--- src/design/periph_pkg.sv ---
// Widths, address layout and register map shared by the peripheral subsystem blocks
`default_nettype none

package periph_pkg;

    localparam int ADDR_W  = 12;
    localparam int DATA_W  = 32;
    localparam int IDX_W   = 8;
    localparam int NUM_SRC = 8;    // Id 0 reserved
    localparam int NUM_TGT = 2;
    localparam int NUM_EXT = 5;    // Ids 3 to 7
    localparam int NUM_TMR = 2;    // Ids 1 and 2
    localparam int PRIO_W  = 3;
    localparam int ID_W    = 3;

    // Regions 2 and 3 are unmapped
    localparam logic [1:0] REGION_PLIC = 2'd0;
    localparam logic [1:0] REGION_TMR  = 2'd1;

    typedef struct packed {
        logic [1:0]       region;
        logic [IDX_W-1:0] index;
        logic [1:0]       offset;    // Byte within the word
    } periph_addr_s;

    typedef union packed {
        logic [ADDR_W-1:0] word;
        periph_addr_s      f;
    } periph_addr_u;

    // PLIC word indexes
    localparam logic [IDX_W-1:0] PRIO_BASE      = 8'd0;     // One per id
    localparam logic [IDX_W-1:0] PENDING_IDX    = 8'd8;
    localparam logic [IDX_W-1:0] ENABLE_BASE    = 8'd16;    // Plus target
    localparam logic [IDX_W-1:0] THRESH_BASE    = 8'd24;
    localparam logic [IDX_W-1:0] CLAIM_BASE     = 8'd28;

    // Timer word indexes
    localparam logic [IDX_W-1:0] TMR_CTRL_IDX   = 8'd0;
    localparam logic [IDX_W-1:0] TMR_STATUS_IDX = 8'd1;
    localparam logic [IDX_W-1:0] TMR_CMP_BASE   = 8'd2;     // Plus channel
    localparam logic [IDX_W-1:0] TMR_CNT_BASE   = 8'd4;

endpackage

`default_nettype wire

--- src/design/reg_bus_if.sv ---
// Single-cycle register access channel from the region decoder to one register block
`default_nettype none

interface reg_bus_if;

    logic                          req;      // One-cycle strobe
    logic                          we;
    logic [periph_pkg::IDX_W-1:0]  idx;      // Word index inside the region
    logic [periph_pkg::DATA_W-1:0] wdata;
    logic [periph_pkg::DATA_W-1:0] rdata;    // Valid in the req cycle
    logic                          ack;

    modport decoder (
        output req, we, idx, wdata,
        input  rdata, ack
    );

    modport block (
        input  req, we, idx, wdata,
        output rdata, ack
    );

endinterface

`default_nettype wire

--- src/design/wb_region_decoder.sv ---
// Wishbone classic slave that routes each access to a register region or answers with an error
`default_nettype none

module wb_region_decoder (
    input  logic                          clk_i,
    input  logic                          reset_i,
    input  logic                          wb_cyc_i,
    input  logic                          wb_stb_i,
    input  logic                          wb_we_i,
    input  periph_pkg::periph_addr_u      wb_adr_i,
    input  logic [periph_pkg::DATA_W-1:0] wb_dat_i,
    output logic [periph_pkg::DATA_W-1:0] wb_dat_o,
    output logic                          wb_ack_o,
    output logic                          wb_err_o,
    reg_bus_if.decoder                    tmr_bus,
    reg_bus_if.decoder                    plic_bus
);

    logic                          start;
    logic                          sel_tmr;
    logic                          sel_plic;
    logic                          ack_q;
    logic                          err_q;
    logic [periph_pkg::DATA_W-1:0] rdata;
    logic [periph_pkg::DATA_W-1:0] dat_q;

    // No new access in the cycle that carries a response
    assign start    = wb_cyc_i && wb_stb_i && !(ack_q || err_q);
    assign sel_tmr  = wb_adr_i.f.region == periph_pkg::REGION_TMR;
    assign sel_plic = wb_adr_i.f.region == periph_pkg::REGION_PLIC;

    assign tmr_bus.req    = start && sel_tmr;
    assign tmr_bus.we     = wb_we_i;
    assign tmr_bus.idx    = wb_adr_i.f.index;
    assign tmr_bus.wdata  = wb_dat_i;
    assign plic_bus.req   = start && sel_plic;
    assign plic_bus.we    = wb_we_i;
    assign plic_bus.idx   = wb_adr_i.f.index;
    assign plic_bus.wdata = wb_dat_i;

    assign rdata = sel_tmr ? tmr_bus.rdata : (sel_plic ? plic_bus.rdata : '0);

    always_ff @(posedge clk_i) begin
        if (reset_i) begin
            ack_q <= 1'b0;
            err_q <= 1'b0;
        end else begin
            ack_q <= tmr_bus.ack || plic_bus.ack;
            err_q <= start && !(sel_tmr || sel_plic);    // Unmapped region
        end
    end

    always_ff @(posedge clk_i) begin
        dat_q <= (start && !wb_we_i) ? rdata : '0;
    end

    assign wb_dat_o = dat_q;
    assign wb_ack_o = ack_q;
    assign wb_err_o = err_q;

    // ----------------------------------------------------------
    // Response rules
    // ----------------------------------------------------------
    assert property (@(posedge clk_i) disable iff (reset_i)
        !(wb_ack_o && wb_err_o));
    assert property (@(posedge clk_i) disable iff (reset_i)
        (wb_ack_o || wb_err_o) |=> !(wb_ack_o || wb_err_o));
    assert property (@(posedge clk_i) disable iff (reset_i)
        (tmr_bus.ack == tmr_bus.req) && (plic_bus.ack == plic_bus.req));

endmodule

`default_nettype wire

--- src/design/cmp_timer.sv ---
// Two-channel compare timer register block that raises one level interrupt per match flag
`default_nettype none

module cmp_timer (
    input  logic                           clk_i,
    input  logic                           reset_i,
    reg_bus_if.block                       bus,
    output logic [periph_pkg::NUM_TMR-1:0] tmr_irq_o
);

    logic [periph_pkg::NUM_TMR-1:0] ctrl_q;    // Channel enables
    logic [periph_pkg::NUM_TMR-1:0] flag_q;    // Match flags
    logic [periph_pkg::NUM_TMR-1:0] match;
    logic [periph_pkg::DATA_W-1:0]  cmp_q [periph_pkg::NUM_TMR];
    logic [periph_pkg::DATA_W-1:0]  cnt_q [periph_pkg::NUM_TMR];
    logic                           wr;
    logic                           ch;
    logic                           ctrl_sel;
    logic                           stat_sel;
    logic                           cmp_sel;
    logic                           cnt_sel;

    assign wr       = bus.req && bus.we;
    assign ch       = bus.idx[0];    // Channel inside a register pair
    assign ctrl_sel = bus.idx == periph_pkg::TMR_CTRL_IDX;
    assign stat_sel = bus.idx == periph_pkg::TMR_STATUS_IDX;
    assign cmp_sel  = (bus.idx >> 1) == (periph_pkg::TMR_CMP_BASE >> 1);
    assign cnt_sel  = (bus.idx >> 1) == (periph_pkg::TMR_CNT_BASE >> 1);
    assign bus.ack  = bus.req;

    always_comb begin
        for (int c = 0; c < periph_pkg::NUM_TMR; c++) begin
            match[c] = ctrl_q[c] && (cnt_q[c] == cmp_q[c]);
        end
    end

    // ----------------------------------------------------------
    // Register read
    // ----------------------------------------------------------
    always_comb begin
        bus.rdata = '0;
        if (ctrl_sel) begin
            bus.rdata[periph_pkg::NUM_TMR-1:0] = ctrl_q;
        end else if (stat_sel) begin
            bus.rdata[periph_pkg::NUM_TMR-1:0] = flag_q;
        end else if (cmp_sel) begin
            bus.rdata = cmp_q[ch];
        end else if (cnt_sel) begin
            bus.rdata = cnt_q[ch];
        end
    end

    // ----------------------------------------------------------
    // Counters and flags
    // ----------------------------------------------------------
    always_ff @(posedge clk_i) begin
        if (reset_i) begin
            ctrl_q <= '0;
            flag_q <= '0;
            for (int c = 0; c < periph_pkg::NUM_TMR; c++) begin
                cnt_q[c] <= '0;
            end
        end else begin
            if (wr && ctrl_sel) begin
                ctrl_q <= bus.wdata[periph_pkg::NUM_TMR-1:0];
            end
            for (int c = 0; c < periph_pkg::NUM_TMR; c++) begin
                if (wr && cnt_sel && ch == c[0]) begin
                    cnt_q[c] <= bus.wdata;
                end else if (match[c]) begin
                    cnt_q[c] <= '0;              // Wrap on compare
                end else if (ctrl_q[c]) begin
                    cnt_q[c] <= cnt_q[c] + 1'b1;
                end
                if (match[c]) begin
                    flag_q[c] <= 1'b1;           // A new match beats the clear
                end else if (wr && stat_sel && bus.wdata[c]) begin
                    flag_q[c] <= 1'b0;
                end
            end
        end
    end

    always_ff @(posedge clk_i) begin
        if (wr && cmp_sel) begin
            cmp_q[ch] <= bus.wdata;
        end
    end

    assign tmr_irq_o = flag_q;

endmodule

`default_nettype wire

--- src/design/irq_gateway.sv ---
// Interrupt gateway holding pending and in-service state per source id for the PLIC targets
`default_nettype none

module irq_gateway (
    input  logic                           clk_i,
    input  logic                           reset_i,
    input  logic [periph_pkg::NUM_SRC-1:0] src_i,
    input  logic                           claim_valid_i,
    input  logic [periph_pkg::ID_W-1:0]    claim_id_i,
    input  logic                           complete_valid_i,
    input  logic [periph_pkg::ID_W-1:0]    complete_id_i,
    output logic [periph_pkg::NUM_SRC-1:0] pending_o
);

    logic [periph_pkg::NUM_SRC-1:0] pending_q;
    logic [periph_pkg::NUM_SRC-1:0] active_q;    // Claimed, waiting for complete

    always_ff @(posedge clk_i) begin
        if (reset_i) begin
            pending_q <= '0;
            active_q  <= '0;
        end else begin
            // Id 0 is not a source
            for (int id = 1; id < periph_pkg::NUM_SRC; id++) begin
                if (claim_valid_i && claim_id_i == id[periph_pkg::ID_W-1:0]) begin
                    pending_q[id] <= 1'b0;
                    active_q[id]  <= 1'b1;
                end else if (src_i[id] && !active_q[id]) begin
                    pending_q[id] <= 1'b1;    // Level still high re-arms after complete
                end
                if (complete_valid_i && complete_id_i == id[periph_pkg::ID_W-1:0]) begin
                    active_q[id] <= 1'b0;
                end
            end
        end
    end

    assign pending_o = pending_q;

    // Id 0 never pending
    assert property (@(posedge clk_i) disable iff (reset_i)
        !pending_o[0]);

endmodule

`default_nettype wire

--- src/design/plic_targets.sv ---
// PLIC register block with per-target arbitration, claim and complete for two targets
`default_nettype none

module plic_targets (
    input  logic                           clk_i,
    input  logic                           reset_i,
    input  logic [periph_pkg::NUM_SRC-1:0] pending_i,
    reg_bus_if.block                       bus,
    output logic [periph_pkg::NUM_TGT-1:0] irq_o,
    output logic                           claim_valid_o,
    output logic [periph_pkg::ID_W-1:0]    claim_id_o,
    output logic                           complete_valid_o,
    output logic [periph_pkg::ID_W-1:0]    complete_id_o
);

    logic [periph_pkg::PRIO_W-1:0]  prio_q   [periph_pkg::NUM_SRC];
    logic [periph_pkg::NUM_SRC-1:0] enable_q [periph_pkg::NUM_TGT];
    logic [periph_pkg::PRIO_W-1:0]  thresh_q [periph_pkg::NUM_TGT];
    logic [periph_pkg::ID_W-1:0]    best_id  [periph_pkg::NUM_TGT];
    logic [periph_pkg::ID_W-1:0]    src_id;
    logic                           tgt;
    logic                           wr;
    logic                           prio_sel;
    logic                           pend_sel;
    logic                           en_sel;
    logic                           th_sel;
    logic                           claim_sel;

    assign wr        = bus.req && bus.we;
    assign src_id    = bus.idx[periph_pkg::ID_W-1:0];
    assign tgt       = bus.idx[0];
    assign prio_sel  = (bus.idx >> periph_pkg::ID_W) == (periph_pkg::PRIO_BASE >> periph_pkg::ID_W);
    assign pend_sel  = bus.idx == periph_pkg::PENDING_IDX;
    assign en_sel    = (bus.idx >> 1) == (periph_pkg::ENABLE_BASE >> 1);
    assign th_sel    = (bus.idx >> 1) == (periph_pkg::THRESH_BASE >> 1);
    assign claim_sel = (bus.idx >> 1) == (periph_pkg::CLAIM_BASE >> 1);
    assign bus.ack   = bus.req;

    // ----------------------------------------------------------
    // Arbitration with ties to the lowest id
    // ----------------------------------------------------------
    always_comb begin
        logic [periph_pkg::PRIO_W-1:0] level;
        for (int t = 0; t < periph_pkg::NUM_TGT; t++) begin
            best_id[t] = '0;
            level      = thresh_q[t];    // Must beat the threshold
            for (int id = 1; id < periph_pkg::NUM_SRC; id++) begin
                if (pending_i[id] && enable_q[t][id] && prio_q[id] > level) begin
                    best_id[t] = id[periph_pkg::ID_W-1:0];
                    level      = prio_q[id];
                end
            end
            irq_o[t] = best_id[t] != '0;
        end
    end

    always_comb begin
        bus.rdata = '0;
        if (prio_sel) begin
            bus.rdata[periph_pkg::PRIO_W-1:0] = prio_q[src_id];
        end else if (pend_sel) begin
            bus.rdata[periph_pkg::NUM_SRC-1:0] = pending_i;
        end else if (en_sel) begin
            bus.rdata[periph_pkg::NUM_SRC-1:0] = enable_q[tgt];
        end else if (th_sel) begin
            bus.rdata[periph_pkg::PRIO_W-1:0] = thresh_q[tgt];
        end else if (claim_sel) begin
            bus.rdata[periph_pkg::ID_W-1:0] = best_id[tgt];
        end
    end

    always_ff @(posedge clk_i) begin
        if (reset_i) begin
            for (int id = 0; id < periph_pkg::NUM_SRC; id++) begin
                prio_q[id] <= '0;
            end
            for (int t = 0; t < periph_pkg::NUM_TGT; t++) begin
                enable_q[t] <= '0;
                thresh_q[t] <= '0;
            end
        end else if (wr) begin
            if (prio_sel && src_id != '0) begin
                prio_q[src_id] <= bus.wdata[periph_pkg::PRIO_W-1:0];
            end
            if (en_sel) begin
                enable_q[tgt] <= {bus.wdata[periph_pkg::NUM_SRC-1:1], 1'b0};
            end
            if (th_sel) begin
                thresh_q[tgt] <= bus.wdata[periph_pkg::PRIO_W-1:0];
            end
        end
    end

    // Claim on read, complete on write
    assign claim_valid_o    = bus.req && !bus.we && claim_sel && (best_id[tgt] != '0);
    assign claim_id_o       = best_id[tgt];
    assign complete_valid_o = wr && claim_sel;
    assign complete_id_o    = bus.wdata[periph_pkg::ID_W-1:0];

    // A claim always names a real id
    assert property (@(posedge clk_i) disable iff (reset_i)
        claim_valid_o |-> (claim_id_o != '0));

endmodule

`default_nettype wire

--- src/design/periph_top.sv ---
// Peripheral subsystem top with a Wishbone slave port, compare timer and two-target PLIC
`default_nettype none

module periph_top (
    input  logic                           clk_i,
    input  logic                           reset_i,
    input  logic                           wb_cyc_i,
    input  logic                           wb_stb_i,
    input  logic                           wb_we_i,
    input  logic [periph_pkg::ADDR_W-1:0]  wb_adr_i,
    input  logic [periph_pkg::DATA_W-1:0]  wb_dat_i,
    output logic [periph_pkg::DATA_W-1:0]  wb_dat_o,
    output logic                           wb_ack_o,
    output logic                           wb_err_o,
    input  logic [periph_pkg::NUM_EXT-1:0] ext_irq_i,
    output logic [periph_pkg::NUM_TGT-1:0] irq_o
);

    logic [periph_pkg::NUM_TMR-1:0] tmr_irq;
    logic [periph_pkg::NUM_SRC-1:0] irq_src;
    logic [periph_pkg::NUM_SRC-1:0] pending;
    logic                           claim_valid;
    logic [periph_pkg::ID_W-1:0]    claim_id;
    logic                           complete_valid;
    logic [periph_pkg::ID_W-1:0]    complete_id;

    reg_bus_if tmr_bus ();
    reg_bus_if plic_bus ();

    // Id 0 unused, timers on 1 and 2, external lines on 3 to 7
    assign irq_src = {ext_irq_i, tmr_irq, 1'b0};

    wb_region_decoder i_decoder (
        .clk_i    ( clk_i    ),
        .reset_i  ( reset_i  ),
        .wb_cyc_i ( wb_cyc_i ),
        .wb_stb_i ( wb_stb_i ),
        .wb_we_i  ( wb_we_i  ),
        .wb_adr_i ( wb_adr_i ),
        .wb_dat_i ( wb_dat_i ),
        .wb_dat_o ( wb_dat_o ),
        .wb_ack_o ( wb_ack_o ),
        .wb_err_o ( wb_err_o ),
        .tmr_bus  ( tmr_bus  ),
        .plic_bus ( plic_bus )
    );

    cmp_timer i_timer (
        .clk_i     ( clk_i   ),
        .reset_i   ( reset_i ),
        .bus       ( tmr_bus ),
        .tmr_irq_o ( tmr_irq )
    );

    irq_gateway i_gateway (
        .clk_i            ( clk_i          ),
        .reset_i          ( reset_i        ),
        .src_i            ( irq_src        ),
        .claim_valid_i    ( claim_valid    ),
        .claim_id_i       ( claim_id       ),
        .complete_valid_i ( complete_valid ),
        .complete_id_i    ( complete_id    ),
        .pending_o        ( pending        )
    );

    plic_targets i_targets (
        .clk_i            ( clk_i          ),
        .reset_i          ( reset_i        ),
        .pending_i        ( pending        ),
        .bus              ( plic_bus       ),
        .irq_o            ( irq_o          ),
        .claim_valid_o    ( claim_valid    ),
        .claim_id_o       ( claim_id       ),
        .complete_valid_o ( complete_valid ),
        .complete_id_o    ( complete_id    )
    );

endmodule

`default_nettype wire

--- config.mk ---
export PLATFORM = sky130hd
export DESIGN_NAME = periph_top
export DESIGN_NICKNAME = d
export VERILOG_FILES = /design/src/design/periph_pkg.sv /design/src/design/reg_bus_if.sv /design/src/design/wb_region_decoder.sv /design/src/design/cmp_timer.sv /design/src/design/irq_gateway.sv /design/src/design/plic_targets.sv /design/src/design/periph_top.sv
export SDC_FILE = /design/constraint.sdc
export NUM_CORES = 1
export LEC_CHECK = 0
export ABC_AREA = 1
export BUFFER_PORTS_ARGS = -buffer_cell sky130_fd_sc_hd__buf_2
export CAP_MARGIN = 30
export CORE_MARGIN = 2
export CORE_UTILIZATION = 30
export CTS_CLUSTER_DIAMETER = 80
export DETAILED_ROUTE_END_ITERATION = 12
export GPL_TIMING_DRIVEN = 0
export MAX_ROUTING_LAYER = met4
export SYNTH_ARGS = -nofsm -noshare
export SYNTH_HDL_FRONTEND = slang
export SYNTH_SLANG_ARGS = --single-unit
--- constraint.sdc ---
create_clock -name clk_i -period 15.5 [get_ports clk_i]
set_input_delay 1.55 -clock clk_i [delete_from_list [all_inputs] [get_ports clk_i]]
set_output_delay 1.55 -clock clk_i [all_outputs]
set_load 0.01 [all_outputs]
[After elaboration in Yosys (flattened, before gate mapping)]
Memories as Yosys holds them, arrays and structs flattened.
Cells that the tools add are included.
Storage, ports and cells
  bits in registers: 52
  bits in latches: 0
  memory bits (writable): 172
  memory bits (read-only): 0
  output and inout bits: 36
  logic and storage cells: 288
  memories: 5
Cells by class
  add/subtract/negate cells: 2
  $mul: 0
  divide/modulo/power cells: 0
  $lt $le $gt $ge: 15
  equal/unequal tests: 24
  shift operators: 0
  mux-type cells: 103
  bitwise gates (word level): 8
  reductions and logical operators: 111
Memories
  i_timer.cmp_q: depth 2, width 32, rd ports 3, clocked after memory_dff 0, write ports 1, RTL line cmp_timer.sv:14  | logic [periph_pkg::DATA_W-1:0] cmp_q [periph_pkg::NUM_TMR];
  i_timer.cnt_q: depth 2, width 32, rd ports 3, clocked after memory_dff 0, write ports 2, RTL line cmp_timer.sv:15  | logic [periph_pkg::DATA_W-1:0] cnt_q [periph_pkg::NUM_TMR];
  i_targets.prio_q: depth 8, width 3, rd ports 8, clocked after memory_dff 0, write ports 8, RTL line plic_targets.sv:16  | logic [periph_pkg::PRIO_W-1:0] prio_q [periph_pkg::NUM_SRC];
  i_targets.enable_q: depth 2, width 7, rd ports 3, clocked after memory_dff 0, write ports 2, RTL line plic_targets.sv:17  | logic [periph_pkg::NUM_SRC-1:0] enable_q [periph_pkg::NUM_TGT];
  i_targets.thresh_q: depth 2, width 3, rd ports 3, clocked after memory_dff 0, write ports 2, RTL line plic_targets.sv:18  | logic [periph_pkg::PRIO_W-1:0] thresh_q [periph_pkg::NUM_TGT];
Operators by type and width (number)
  $mux 32: 9
  $mux 3: 32
  $logic_and 1x1->1: 72
  $add 32x1->32 const B: 2
  $eq 32x32->1: 2
  $mux 30: 2
  $mux 1: 51
  $gt 3x3->1: 14
  $reduce_or 2->1: 14
  $eq 3x3->1 const B: 8
  $eq 7x4->1 const B: 3
  $logic_not 8->1: 2
  $mux 8: 2
  $eq 3x2->1 const B: 4
  $reduce_bool 3->1: 4
  $logic_not 1->1: 10
  $mux 5: 2
  $eq 8x1->1 const B: 1
  $eq 8x4->1 const B: 1
  $mux 2: 4
  $eq 7x1->1 const B: 1
  $eq 7x2->1 const B: 1
  $mux 7: 1
  $reduce_or 7->1: 1
  10 further kinds: 20

[Longest topological paths before layout]
An unclocked memory read counts as a cell.
  depth in word-level cells: 32
  depth in mapped cells: 57

[By module]
A second synthesis with hierarchy kept.
Unflattened totals
  cell total of the unflattened synthesis: 2040
  area, all modules: 15788.9 um^2
Modules (own cells, without submodules)
  cmp_timer: instances 1, cells each 1075, area each 8642.0 um^2, seq. area each 3923.8 um^2
  plic_targets: instances 1, cells each 564, area each 4140.2 um^2, seq. area each 1321.3 um^2
  wb_region_decoder: instances 1, cells each 302, area each 2367.3 um^2, seq. area each 680.7 um^2
  irq_gateway: instances 1, cells each 98, area each 635.6 um^2, seq. area each 280.3 um^2
  periph_top: instances 1, cells each 1, area each 3.8 um^2, seq. area each 0.0 um^2

[Worst setup path after synthesis]
OpenSTA, ideal clock, no wires.
  path type: reg2out
  from: memory i_targets.prio_q[1][2] (netlist name)
  to: output port irq_o[0] (netlist name)
  arrival time: 6645 ps
  setup slack: 7305 ps
  cell stages (with the launch flop): 45
  buffers on the path: 0
  cell sequence: edfxtp_1 ha_1 nand3_1 nand2_1 inv_1 nand2_2 o21ai_0 ha_1 o21ai_0 nand3_1 nand3_1 nand2_2 o21ai_0 ha_1 o21ai_0 nand3_1 nand3_1 nand2_2 [9 not listed] nand3_1 nand2_1 nand2_2 nand3_1 o21ai_0 ha_1 nand2_1 o21ai_0 nand4_1 nand2_1 o21ai_0 ha_1 a21oi_1 o21ai_0 nand4_1 nand2_1 nor2_1 nand4_1
RTL lines
  start, declared: RTL line plic_targets.sv:16
  end, declared: RTL line periph_top.sv:16  | output logic [periph_pkg::NUM_TGT-1:0] irq_o

==> metrics.md <==
| Metric | Value |
|---|---|
| Status | `completed` |
| Avg Inst Size Synth | `7.83 um2` |
| Cell Area, Synth | `0.0132 mm2` |
| Synth area leaders | `edfxtp_1, nand2_1, dfxtp_1` |
| Max Clock Skew | `0.0330 ns` |
| Cell row count | `76` |
| Buf/Inv on CP | `3` |
| Kind of end point of the critical path | `primary output` |
| Hold Vio Cnt, Final | `0` |
| First-pass iteration count of the detailed router | `6` |
| Post-synth ARST share | `0` |
| Library cells used by synthesis | `49` |
| Final setup fails | `0` |
| Ys flop type | `edfxtp_1` |
| Flip-flop and latch count after synthesis | `224` |
| Period utilization | `0.651` |
| Crit path kind | `flip-flop to primary output` |
| Post-synth EDFFs | `172` |
| CP delay by family, top | `simple AND/OR/NAND/NOR gates` |
| Maxcap violations | `0` |
| Die ar. | `0.0458 mm2` |
| Largest net degree at the start of global routing | `21` |
| Warnings from Yosys | `0` |
| Final min period | `10.09 ns` |
| CP Max Fanout | `8` |
| Total number of clock tree sinks | `224` |
| Total power | `1.47 mW` |
| DR WL/cell | `19.0 um` |
| Critical-path top delay cell | `edfxtp_1` |
| Cells resized by post-CTS repair | `0` |
| Biggest area consumer among synthesized cells | `edfxtp_1` |
| Core Region | `0.0433 mm2` |
| Least-Margin Pin Slew | `0.936 ns` |
| Routability cong. | `0.935` |
| DP HPWL | `35.6 mm` |
| Via density | `5.15` |
| DRT Wirelength | `46.1 mm` |
| Slew headroom | `0.370` |
| Initial antenna violation count | `2` |
| CTS Buffer Depth | `3` |
| Remaining DRCs | `0` |
| Hold Crit Class | `flip-flop to flip-flop` |
| Worst IR Drop VDD | `0.0877 mV` |
| Via count | `12465` |
| Detail Route Antenna Nets | `0` |
| First-pass GRT wire length | `69.5 mm` |
| Layout cell share with drive strength beyond 1 | `0.104` |
| Total grt overflow | `0` |
| R2R setup slack | `7.03 ns` |
| CTS buffer count | `28` |
| Root buf cell | `clkbuf_16` |
| Commonest non-fill, non-tap cells in the layout | `nand2_1, inv_1, edfxtp_1` |
| Most common cell after layout, fill and taps aside | `nand2_1` |
| Sequential fraction of the synthesis area | `0.469` |
| Critical Path Source Type | `flip-flop` |
| Gr usage total | `0.201` |
| Share of the synthesized area in the top cell type | `0.390` |
| DIE HEIGHT | `214 um` |
| Initial Util | `0.306` |
| Fmax | `99.1 MHz` |
| Worst endpoint required time | `13.95 ns` |
| Clk_lat worst skew | `0.58 ns` |
| Arr. time, crit path | `8.54 ns` |
| RSZ-0062 raised after global routing | `false` |
| CP dominant cell by count | `o21ai_0` |
| Cts hold-fix bufs | `0` |
| Worst-path clk slew | `0.06 ns` |
| Number of global-route vias before repair | `11917` |
| Syn Inst Count | `1690` |
| Slowest Stage Delay on Critical Path | `0.50 ns` |
| DRT iter0 DRCs | `1287` |
| I/O pin count | `90` |
| Pwr/cell area | `95.0 mW/mm2` |
| Nets | `1895` |
| Slew Limit Fails | `0` |
| Port Buffers | `86` |
| CTS tree | `done` |
| Setup Buffers After CTS | `0` |
| Area growth, synth to finish | `17.2%` |
| H-tree depth | `1` |
| Leak Pwr | `6.17 nW` |
| Die Wd | `214 um` |
| TNS Setup | `0 ns` |
-- kinds of logic (layout without fill, tap and decap cells) --
group,Yosys count,in the layout,synth area share
AOI/OAI and AO/OA,330,330,0.138
buffers and inverters,263,406,0.0749
xor gates and xnor gates,39,39,0.0258
DFF,224,224,0.469
other,1,5,0.000283
adders and majority gates,28,28,0.0265
and+or+nand+nor,805,805,0.265
-- final timing paths --
kind,start,end,cells past startpoint
worst min-delay path,i_gateway.active_q[3],i_gateway.active_q[3],2
worst max-delay path,i_targets.prio_q[1][1],irq_o[0],45
worst max register to register,i_targets.prio_q[1][1],i_decoder.wb_dat_o[2],48
worst min register to register,i_gateway.active_q[3],i_gateway.active_q[3],2
-- metal layers --
metal / track usage / up-vias / wire [um]
met2: 0.325 / 515 / 21500
li1: - / 5982 / -
met5: - / - / 0
met1: 0.251 / 5855 / 19400
met4: 0.0825 / 0 / 2010
met3: 0.0289 / 113 / 3170
-- cell usage after synthesis (all sizes together) (11+ instances only) --
cell,n
a21oi,116
buf,11
clkbuf,46
dfxtp,52
edfxtp,172
ha,28
inv,203
nand2,441
nand3,107
nand4,43
nor2,159
nor3,36
nor4,13
o21ai,154
o31ai,16
xnor2,30
-- state kept, by name (all words and copies together), names as in the netlist --
signal	flops
i_decoder.wb_ack_o	1
i_timer.ctrl_q	2
i_timer.cmp_q	64
i_targets.enable_q	14
i_targets.prio_q	24
i_decoder.wb_err_o	1
i_targets.thresh_q	6
i_gateway.active_q	7
i_timer.cnt_q	64
i_timer.tmr_irq_o	2
i_decoder.wb_dat_o	32
i_gateway.pending_o	7
-- power breakdown --
part	internal, mW	switching [mW]
Sequential	0.657	0.0137
Clock	0.409	0.275
Combinational	0.0358	0.0838
Total	1.10	0.373
-- worst reg2reg max path, delay by kind of cell, from the launching register on --
family / cells / cell delay [ns]
AOI/OAI and AO/OA: 15 / 2.69
adders and majority gates: 7 / 2.19
buffers and inverters: 2 / 0.18
DFF: 1 / 0.50
and+or+nand+nor: 24 / 2.71
-- cell type report --
class,instances,area [um2]
buffer,57,218
tap,585,732
timing repair buffer,91,546
clock buffer,33,739
multi-input combinational,1205,6070
fill,4546,27800
inverter,206,773
clock inverter,19,224
sequential,224,6210
antenna,2,5.00
-- metrics by stage --
| stage | cells | setup slack, ns | area [um2] | utilization | hold WS, ns |
|---|---|---|---|---|---|
| final | 2422 | 5.41 | 15500 | 0.359 | 0.467 |
| after floorplan | 1692 | 7.30 | 13200 | - | 0.433 |
| after global routing | 2422 | 4.55 | 15500 | 0.359 | 0.488 |
| after detailed placement | 2368 | 6.11 | 14500 | 0.336 | 0.463 |
| after global placement | 2363 | 6.19 | 14400 | 0.333 | 0.450 |
| after CTS | 2420 | 5.49 | 15500 | 0.358 | 0.471 |
No activity file was read; power rests on OpenSTA's default activity.
